--- src/design/ps2kbd_pkg.sv ---
// PS/2 keyboard shared definitions
package ps2kbd_pkg;

	// --------------------------------------------------
	// code types
	// --------------------------------------------------
	typedef logic [7:0]  scan_code_t;	// one raw PS/2 byte
	typedef logic [7:0]  amiga_key_t;	// bit 7 release, 6:0 key number
	typedef logic [6:0]  key_num_t;	// key number without release flag
	typedef logic [15:0] map_entry_t;	// one translation table word

	// --------------------------------------------------
	// translation table fields
	// --------------------------------------------------
	localparam int MAP_VALID_BIT  = 15;	// entry is a real amiga key
	localparam int MAP_CTRL_BIT   = 14;	// control key
	localparam int MAP_LALT_BIT   = 13;	// left alt key
	localparam int MAP_RALT_BIT   = 12;	// right alt key
	localparam int MAP_PREFIX_BIT = 7;	// entry is a PS/2 prefix code
	localparam int MAP_EXT_BIT    = 0;	// with prefix bit, extended prefix
	localparam int MAP_REL_BIT    = 1;	// with prefix bit, release prefix

	// bits 6:0 of a key entry carry the amiga key number

	// --------------------------------------------------
	// PS/2 framing
	// --------------------------------------------------
	localparam int PS2_FRAME_BITS = 11;	// start, 8 data, parity, stop

	localparam scan_code_t EXT_PREFIX = 8'hE0;	// extended key follows
	localparam scan_code_t REL_PREFIX = 8'hF0;	// key release follows

endpackage

--- src/design/kbd_ctrl_fsm.sv ---
// Keyboard receive and hold control
`timescale 1ns/10ps

module kbd_ctrl_fsm
(
	input  logic clk,
	input  logic reset,
	input  logic key_strobe,	// new key event to host
	input  logic key_ack,	// host took the key
	input  logic hold_timeout,	// host too slow
	output logic timer_clear,
	output logic ps2_clk_low	// inhibit keyboard clock
);

	typedef enum logic
	{
		ST_RECV,	// clock released, waiting for a key
		ST_HOLD	// clock inhibited, waiting for host
	} state_t;

	state_t state_q;
	state_t state_d;

	// --------------------------------------------------
	// state register and next state
	// --------------------------------------------------
	always_ff @(posedge clk)
	begin
		if (reset)
			state_q <= ST_RECV;
		else
			state_q <= state_d;
	end

	always_comb
	begin
		state_d = state_q;
		case (state_q)
			ST_RECV:
				if (key_strobe)
					state_d = ST_HOLD;	// stall keyboard until host acks
			ST_HOLD:
				if (key_ack || hold_timeout)
					state_d = ST_RECV;
			default:
				state_d = ST_RECV;
		endcase
	end

	assign timer_clear = (state_q == ST_RECV);	// timer runs in hold only
	assign ps2_clk_low = (state_q == ST_HOLD);

endmodule

--- src/design/kbd_hold_timer.sv ---
// Keyboard hold timer
`timescale 1ns/10ps

module kbd_hold_timer
#(
	parameter int HOLD_TIMEOUT_BITS = 20	// timeout after 2**N cycles
)
(
	input  logic clk,
	input  logic reset,
	input  logic timer_clear,	// hold count at zero
	output logic hold_timeout	// stays high once saturated
);

	logic [HOLD_TIMEOUT_BITS:0] count;	// top bit is the timeout flag

	always_ff @(posedge clk)
	begin
		if (reset || timer_clear)
			count <= '0;
		else if (!count[HOLD_TIMEOUT_BITS])
			count <= count + 1'b1;	// stop at saturation
	end

	assign hold_timeout = count[HOLD_TIMEOUT_BITS];

endmodule

--- src/design/key_event_filter.sv ---
// Typematic filter and reset chord
`timescale 1ns/10ps

module key_event_filter
(
	input  logic                   clk,
	input  logic                   reset,
	input  logic                   map_valid,	// translated key present
	input  ps2kbd_pkg::amiga_key_t akey,
	input  logic                   is_ctrl,
	input  logic                   is_lalt,
	input  logic                   is_ralt,
	output logic                   key_strobe,	// new key event
	output ps2kbd_pkg::amiga_key_t key_code,	// valid with key_strobe
	output logic                   kbd_reset	// ctrl and both alts held
);

	ps2kbd_pkg::amiga_key_t last_key;	// last key pressed
	ps2kbd_pkg::key_num_t   new_num;
	ps2kbd_pkg::key_num_t   last_num;
	logic                   new_rel;	// incoming event is a release
	logic                   same_num;
	logic                   duplicate;	// typematic repeat
	logic                   rel_ctrl;	// control is up
	logic                   rel_lalt;	// left alt is up
	logic                   rel_ralt;	// right alt is up

	// --------------------------------------------------
	// duplicate filter
	// --------------------------------------------------
	assign new_num   = akey[6:0];
	assign new_rel   = akey[7];
	assign last_num  = last_key[6:0];
	assign same_num  = (new_num == last_num);
	assign duplicate = same_num && (new_rel == last_key[7]);

	always_ff @(posedge clk)
	begin
		if (reset)
			last_key <= '0;
		else if (map_valid && (!new_rel || same_num))
			last_key <= akey;	// any press, or release of latched key
	end

	assign key_strobe = map_valid && !duplicate;
	assign key_code   = akey;

	// --------------------------------------------------
	// reset chord
	// --------------------------------------------------
	always_ff @(posedge clk)
	begin
		if (reset)
		begin
			rel_ctrl <= 1'b1;	// all keys up
			rel_lalt <= 1'b1;
			rel_ralt <= 1'b1;
		end
		else if (map_valid)
		begin
			if (is_ctrl)
				rel_ctrl <= new_rel;
			if (is_lalt)
				rel_lalt <= new_rel;
			if (is_ralt)
				rel_ralt <= new_rel;
		end
	end

	assign kbd_reset = ~(rel_ctrl | rel_lalt | rel_ralt);	// all three down

endmodule

--- src/design/ps2_keyboard.sv ---
// PS/2 keyboard front end
`timescale 1ns/10ps

module ps2_keyboard
#(
	parameter int HOLD_TIMEOUT_BITS = 20	// hold lasts at most 2**N cycles
)
(
	input  logic                   clk,
	input  logic                   reset,
	input  logic                   ps2_clk,	// from keyboard wrapper
	input  logic                   ps2_dat,
	input  logic                   key_ack,	// host acknowledge
	output ps2kbd_pkg::amiga_key_t key_code,	// valid with key_strobe
	output logic                   key_strobe,
	output logic                   kbd_reset,	// reset chord held
	output logic                   ps2_clk_low	// pull keyboard clock low
);

	logic                   frame_done;	// receiver to map
	ps2kbd_pkg::scan_code_t scan_code;
	logic                   map_valid;	// map to filter
	ps2kbd_pkg::amiga_key_t akey;
	logic                   is_ctrl;
	logic                   is_lalt;
	logic                   is_ralt;
	logic                   timer_clear;	// fsm and timer
	logic                   hold_timeout;

	// --------------------------------------------------
	// receive path
	// --------------------------------------------------
	ps2_rx_shifter i_rx (.clk(clk), .reset(reset), .ps2_clk(ps2_clk), .ps2_dat(ps2_dat),
		.frame_done(frame_done), .scan_code(scan_code));

	scancode_map i_map (.clk(clk), .reset(reset), .frame_done(frame_done),
		.scan_code(scan_code), .map_valid(map_valid), .akey(akey),
		.is_ctrl(is_ctrl), .is_lalt(is_lalt), .is_ralt(is_ralt));

	key_event_filter i_filter (.clk(clk), .reset(reset), .map_valid(map_valid), .akey(akey),
		.is_ctrl(is_ctrl), .is_lalt(is_lalt), .is_ralt(is_ralt),
		.key_strobe(key_strobe), .key_code(key_code), .kbd_reset(kbd_reset));

	// --------------------------------------------------
	// hold control
	// --------------------------------------------------
	kbd_hold_timer #(.HOLD_TIMEOUT_BITS(HOLD_TIMEOUT_BITS)) i_timer (.clk(clk),
		.reset(reset), .timer_clear(timer_clear), .hold_timeout(hold_timeout));

	kbd_ctrl_fsm i_fsm (.clk(clk), .reset(reset), .key_strobe(key_strobe), .key_ack(key_ack),
		.hold_timeout(hold_timeout), .timer_clear(timer_clear), .ps2_clk_low(ps2_clk_low));

endmodule

--- src/design/ps2_rx_shifter.sv ---
// PS/2 frame receiver
`timescale 1ns/10ps

module ps2_rx_shifter
(
	input  logic                   clk,
	input  logic                   reset,
	input  logic                   ps2_clk,	// keyboard clock line
	input  logic                   ps2_dat,	// keyboard data line
	output logic                   frame_done,	// one cycle per complete frame
	output ps2kbd_pkg::scan_code_t scan_code	// data byte, valid with frame_done
);

	logic [1:0] clk_sync;	// clock line stages, [0] newest
	logic [1:0] dat_sync;	// data line stages, [0] newest
	logic       clk_fall;	// synchronized falling clock edge

	// ones mark an idle shifter, the start bit walks down to bit 0
	logic [ps2kbd_pkg::PS2_FRAME_BITS-1:0] rx_shift;

	// --------------------------------------------------
	// line synchronizers
	// --------------------------------------------------
	always_ff @(posedge clk)
	begin
		clk_sync <= {clk_sync[0], ps2_clk};	// shift in new sample
		dat_sync <= {dat_sync[0], ps2_dat};
	end

	assign clk_fall = clk_sync[1] & ~clk_sync[0];	// was high, now low

	// --------------------------------------------------
	// frame shifter
	// --------------------------------------------------
	always_ff @(posedge clk)
	begin
		if (reset || frame_done)
			rx_shift <= '1;	// back to idle, ready for next frame
		else if (clk_fall)
			rx_shift <= {dat_sync[1], rx_shift[ps2kbd_pkg::PS2_FRAME_BITS-1:1]};	// lsb first
	end

	// data bit taken from last sample before the clock fell
	assign frame_done = ~rx_shift[0];	// start bit at the bottom
	assign scan_code  = rx_shift[8:1];	// data byte above start bit

	// parity and stop bits pass through unchecked

endmodule

--- src/design/scancode_map.sv ---
// PS/2 to Amiga key translation
`timescale 1ns/10ps

module scancode_map
(
	input  logic                   clk,
	input  logic                   reset,
	input  logic                   frame_done,	// new scan code present
	input  ps2kbd_pkg::scan_code_t scan_code,
	output logic                   map_valid,	// one cycle, real key only
	output ps2kbd_pkg::amiga_key_t akey,	// release flag and key number
	output logic                   is_ctrl,
	output logic                   is_lalt,
	output logic                   is_ralt
);

	ps2kbd_pkg::map_entry_t table_q;	// registered table word
	ps2kbd_pkg::key_num_t   key_num;	// key number field of table_q
	logic                   lookup_d;	// table_q holds a fresh lookup
	logic                   ext_flag;	// E0 seen
	logic                   rel_flag;	// F0 seen
	logic                   is_prefix;

	// --------------------------------------------------
	// prefix tracking
	// --------------------------------------------------
	always_ff @(posedge clk)
	begin
		if (reset)
		begin
			lookup_d <= 1'b0;
			ext_flag <= 1'b0;
			rel_flag <= 1'b0;
		end
		else
		begin
			lookup_d <= frame_done;	// table read takes one cycle
			if (lookup_d && is_prefix && table_q[ps2kbd_pkg::MAP_EXT_BIT])
				ext_flag <= 1'b1;	// extended key next
			else if (lookup_d && is_prefix && table_q[ps2kbd_pkg::MAP_REL_BIT])
				rel_flag <= 1'b1;	// release of next key
			else if (lookup_d)
			begin
				ext_flag <= 1'b0;	// any other code ends the sequence
				rel_flag <= 1'b0;
			end
		end
	end

	assign is_prefix = table_q[ps2kbd_pkg::MAP_PREFIX_BIT];
	assign key_num   = table_q[6:0];
	assign map_valid = table_q[ps2kbd_pkg::MAP_VALID_BIT] & lookup_d;
	assign akey      = {rel_flag, key_num};	// flag from before this code
	assign is_ctrl   = table_q[ps2kbd_pkg::MAP_CTRL_BIT];
	assign is_lalt   = table_q[ps2kbd_pkg::MAP_LALT_BIT];
	assign is_ralt   = table_q[ps2kbd_pkg::MAP_RALT_BIT];

	// --------------------------------------------------
	// translation table, address {ext_flag, scan_code}
	// --------------------------------------------------
	always_ff @(posedge clk)
	begin
		if (frame_done)
		begin
			case ({ext_flag, scan_code})
				9'h001: table_q <= 16'h8058;	// F9
				9'h003: table_q <= 16'h8054;	// F5
				9'h004: table_q <= 16'h8052;	// F3
				9'h005: table_q <= 16'h8050;	// F1
				9'h006: table_q <= 16'h8051;	// F2
				9'h009: table_q <= 16'h8059;	// F10
				9'h00a: table_q <= 16'h8057;	// F8
				9'h00b: table_q <= 16'h8055;	// F6
				9'h00c: table_q <= 16'h8053;	// F4
				9'h011: table_q <= 16'ha064;	// left alt
				9'h012: table_q <= 16'h8060;	// left shift
				9'h014: table_q <= 16'hc063;	// control
				9'h015: table_q <= 16'h8010;	// q
				9'h016: table_q <= 16'h8001;	// 1
				9'h01a: table_q <= 16'h8031;	// z
				9'h01b: table_q <= 16'h8021;	// s
				9'h01c: table_q <= 16'h8020;	// a
				9'h01d: table_q <= 16'h8011;	// w
				9'h01e: table_q <= 16'h8002;	// 2
				9'h021: table_q <= 16'h8033;	// c
				9'h022: table_q <= 16'h8032;	// x
				9'h023: table_q <= 16'h8022;	// d
				9'h024: table_q <= 16'h8012;	// e
				9'h025: table_q <= 16'h8004;	// 4
				9'h026: table_q <= 16'h8003;	// 3
				9'h029: table_q <= 16'h8040;	// space
				9'h02a: table_q <= 16'h8034;	// v
				9'h02b: table_q <= 16'h8023;	// f
				9'h02c: table_q <= 16'h8014;	// t
				9'h02d: table_q <= 16'h8013;	// r
				9'h02e: table_q <= 16'h8005;	// 5
				9'h031: table_q <= 16'h8036;	// n
				9'h032: table_q <= 16'h8035;	// b
				9'h033: table_q <= 16'h8025;	// h
				9'h034: table_q <= 16'h8024;	// g
				9'h035: table_q <= 16'h8015;	// y
				9'h036: table_q <= 16'h8006;	// 6
				9'h03a: table_q <= 16'h8037;	// m
				9'h03b: table_q <= 16'h8026;	// j
				9'h03c: table_q <= 16'h8016;	// u
				9'h03d: table_q <= 16'h8007;	// 7
				9'h03e: table_q <= 16'h8008;	// 8
				9'h042: table_q <= 16'h8027;	// k
				9'h043: table_q <= 16'h8017;	// i
				9'h044: table_q <= 16'h8018;	// o
				9'h045: table_q <= 16'h800a;	// 0
				9'h046: table_q <= 16'h8009;	// 9
				9'h04b: table_q <= 16'h8028;	// l
				9'h04d: table_q <= 16'h8019;	// p
				9'h059: table_q <= 16'h8061;	// right shift
				9'h05a: table_q <= 16'h8044;	// enter
				9'h083: table_q <= 16'h8056;	// F7
				{1'b0, ps2kbd_pkg::EXT_PREFIX}: table_q <= 16'h0081;
				{1'b0, ps2kbd_pkg::REL_PREFIX}: table_q <= 16'h0082;
				9'h111: table_q <= 16'h9065;	// right alt
				9'h16b: table_q <= 16'h804f;	// arrow left
				9'h172: table_q <= 16'h804d;	// arrow down
				9'h174: table_q <= 16'h804e;	// arrow right
				9'h175: table_q <= 16'h804c;	// arrow up
				{1'b1, ps2kbd_pkg::EXT_PREFIX}: table_q <= 16'h0081;	// repeated E0
				{1'b1, ps2kbd_pkg::REL_PREFIX}: table_q <= 16'h0082;	// extended release
				default: table_q <= 16'h0000;	// no key
			endcase
		end
	end

endmodule

--- config.mk ---
export PLATFORM = sky130hd
export DESIGN_NAME = ps2_keyboard
export DESIGN_NICKNAME = d
export VERILOG_FILES = /design/src/design/ps2kbd_pkg.sv /design/src/design/kbd_ctrl_fsm.sv /design/src/design/kbd_hold_timer.sv /design/src/design/key_event_filter.sv /design/src/design/ps2_keyboard.sv /design/src/design/ps2_rx_shifter.sv /design/src/design/scancode_map.sv
export SDC_FILE = /design/constraint.sdc
export NUM_CORES = 1
export LEC_CHECK = 0
export ABC_AREA = 0
export BUFFER_PORTS_ARGS = -buffer_cell sky130_fd_sc_hd__buf_2
export CORE_ASPECT_RATIO = 0.5
export CORE_MARGIN = 1
export CORE_UTILIZATION = 30
export CTS_CLUSTER_DIAMETER = 60
export DETAILED_ROUTE_END_ITERATION = 16
export GPL_TIMING_DRIVEN = 1
export PLACE_DENSITY = 0.41
export SETUP_SLACK_MARGIN = 0.5
export SLEW_MARGIN = 20
export SYNTH_ARGS = -nofsm -noshare
export SYNTH_HDL_FRONTEND = slang
export SYNTH_HIERARCHICAL = 1
export SYNTH_SLANG_ARGS = --single-unit
--- constraint.sdc ---
create_clock -name clk -period 3.15 [get_ports clk]
set_clock_uncertainty 0.2 [all_clocks]
set_input_delay 0.63 -clock clk [delete_from_list [all_inputs] [get_ports clk]]
set_output_delay 0.63 -clock clk [all_outputs]
set_load 0.02 [all_outputs]
==> impl_metrics.toml <==
[timing]
max_slew.worst_pin.slew_ns = 0.709
fin_crit_sh = 0.784
max_freq_ghz = 0.405
drv_slew = 0
maxSlewHeadroom = 0.525
worst_slack_ns = 0.681
rsz0062_at_grt = "no"
setup_tns_ns = 0
final_hold_viol_count = 0
fin_crit_ns = 2.47
setup_viol = 0

[setup_path]
path_class = "flop to primary output"
startpoint_type = "flop"
cp.required_ns = 2.32
rr_endpoint = "i_map/table_q[1]"
critPathMaxFanout = 5
r2r-start = "i_rx/rx_shift[3]"
arrival_ns = 1.64
crit_chain = "xnor2_1 -> nand3_1 -> nor3_1 -> nor2_1 -> buf_2"
end_kind = "primary output"
r2r_cells = 6
cp-startpoint = "i_map/table_q[1]"
path_delay_family = "flip-flops"
crit_path_max_incr_delay_ns = 0.49
ff2ff_setup_slack_ns = 0.74
path_depth = 5
crit_buf_inv = 1
slowest_stage = "edfxtp_1"

[floorplanning]
core_area_sq_um = 13700
die_x_microns = 170
num_rows = 30
initial_utilization = 0.310
io_pins = 16
die_area_sq_um = 14600
fp.dieH_microns = 86.0

[yosys]
synth_most_common_cell = "dfxtp_1"
synth_top_area_frac = 0.241
ys_top_cells_by_area = "dfxtp_1 24%, edfxtp_1 8.5%, buf_4 5.0%"
synth_top_area_cell = "dfxtp_1"
synthCells = 481
synth_enable_flop_cells = 12
ys.flop_type = "dfxtp_1"
yosysWarnings = 6
synth_seq_area_share = 0.326
yosys_register_bits = 63
syn_area_sq_um = 4230
synth_nets = 487
netlist_top_cells_count = "51 x dfxtp_1, 44 x nand2_1, 35 x nor2_1"
synth.avg_cell_area_sq_um = 8.80
async_reset_ff_frac = 0
ys_types = 91

[power]
power_uw = 1970
p_leak_uw = 0.00172
sw_frac_of_total = 0.254
p_clk_frac = 0.481
switchingPower_uw = 500
peakVddDrop_v = 0.000209
p_comb_frac = 0.074
p_per_area_nw_per_um2 = 428
power_frac_seq = 0.445
intPower_uw = 1470

[grt]
grt_pass1_wl_microns = 18200
grt_start_max_net_pins = 27
grt_use_total = 0.161
grt_pass1_vias = 3316
grt_overflow = 0
antenna_found_initial = 0

[min_path]
hold_class = "flop to flop"
min-delay-start = "i_rx/dat_sync[0]"
min_to = "i_rx/dat_sync[1]"
hold_depth = 0

[finish]
fin_area_sq_um = 4610
fillers = 1440
drive_above_1_share = 0.204
finalNonFillerCells = 663
n_antenna_cell = 0
nets = 472
syn_to_final_growth_pct = 8.84

[routing]
detail-route-antenna-nets = 0
dr.pass1.iters = 6
drtIter0Drc = 314
drc_errors = 0
num_vias = 3549
routedWlPerCell_microns = 17.0
vias_per_cell = 5.35
wirelength_microns = 11300

[cts]
cts_buffers = 9
cts_tree = "built"
ctsHoldBuffers = 0
cts_max_level = 3
ctsRootBufferMaster = "clkbuf_16"
cts.clk_slew.worst_paths_ns = 0.05
clock_sinks = 63
clock_latency_ns = 0.33
clockBufferDepth = 2

[place]
dp_slack_ns = 0.504
place_inst = 645
port_buffers = 15
postPlaceCellArea_sq_um = 4290
hpwl_microns = 7900
routabilityCongestion = 0.895

[flow_run]
cap_violations = 0

[status]
status = "finished, final reports clean"
[metrics by stage]
step                utilization  hold slack, ns
floorplan                     -           0.110
global placement          0.314           0.113
detailed placement        0.314           0.119
CTS                       0.335           0.123
global route              0.337           0.132
finish                    0.337           0.126
[worst max-delay path by stage]
stage | end | slack, ns
floorplan | i_map/table_q[1] | 0.97
global placement | i_map/table_q[2] | 0.50
detailed placement | i_map/table_q[4] | 0.50
CTS | i_map/table_q[1] | 0.52
global route | key_strobe | 0.53
finish | key_strobe | 0.68
[logic make-up (layout without fill, tap and decap cells)]
| group | count (synthesis) | count (layout) | share of synthesized area |
|---|---|---|---|
| AND/OR/NAND/NOR | 225 | 225 | 0.336 |
| AO/OA/AOI/OAI | 86 | 86 | 0.162 |
| buffers and inverters | 75 | 65 | 0.103 |
| flip-flops | 63 | 63 | 0.326 |
| XOR/XNOR | 20 | 20 | 0.0431 |
| multiplexers | 11 | 11 | 0.0263 |
| adder cells (fa/ha/maj) | 1 | 1 | 0.00295 |
[layout by cell type (no fill, tap or decap), types with 4 or more instances in the layout]
cell type,instances
xnor2_1,11
nor4_1,4
inv_1,15
nand3_1,22
dfxtp_1,42
nand3b_1,12
a21oi_1,16
o21ai_1,4
a32oi_1,7
nor2_1,35
nor2b_1,12
buf_4,17
o211ai_2,9
nand4_1,15
o211ai_1,5
nand2_1,44
o21ai_0,6
or3_1,5
nor3b_1,6
nor3_1,10
clkbuf_16,10
xor2_1,8
mux2i_1,10
a31o_2,4
buf_2,15
edfxtp_1,12
and3_1,4
dfxtp_2,9
and4b_1,4
[power groups by stage]
stage / clock network (uW) / registers, uW / logic [uW]
CTS: 976 / 875 / 145
detailed placement: 0 / 892 / 144
global placement: 0 / 892 / 147
global route: 1020 / 881 / 159
finish: 947 / 877 / 147
floorplan: 0 / 856 / 146
[repair_timing]
action,CTS,global route
resized for setup,1,9
setup endpoints to repair,1,6
buffers inserted,0,2
[state kept, by name, indices dropped and copies added (netlist names)]
| register | flops |
|---|---|
| i_filter/last_key | 8 |
| i_filter/rel_ctrl | 1 |
| i_filter/rel_lalt | 1 |
| i_filter/rel_ralt | 1 |
| i_fsm/ps2_clk_low | 1 |
| i_map/ext_flag | 1 |
| i_map/lookup_d | 1 |
| i_map/rel_flag | 1 |
| i_map/table_q | 12 |
| i_rx/clk_sync | 2 |
| i_rx/dat_sync | 2 |
| i_rx/rx_shift | 11 |
| i_timer/count | 21 |
[per-layer routing]
layer,global-route usage,routed length (microns)
met5,0,0
met4,0.0532,252
met3,0.0351,583
met2,0.257,5100
met1,0.216,5340
[area by class of cell]
type,instances,area [sq um],area share
Clock inverter,5,31.3,0.00679
Sequential cell,63,1390,0.302
Multi-Input combinational cell,343,2420,0.526
Clock buffer,11,254,0.0551
Timing Repair Buffer,32,203,0.0440
Tap cell,192,240,0.0521
Inverter,17,63.8,0.0138
No activity file was read; power rests on OpenSTA's default activity.
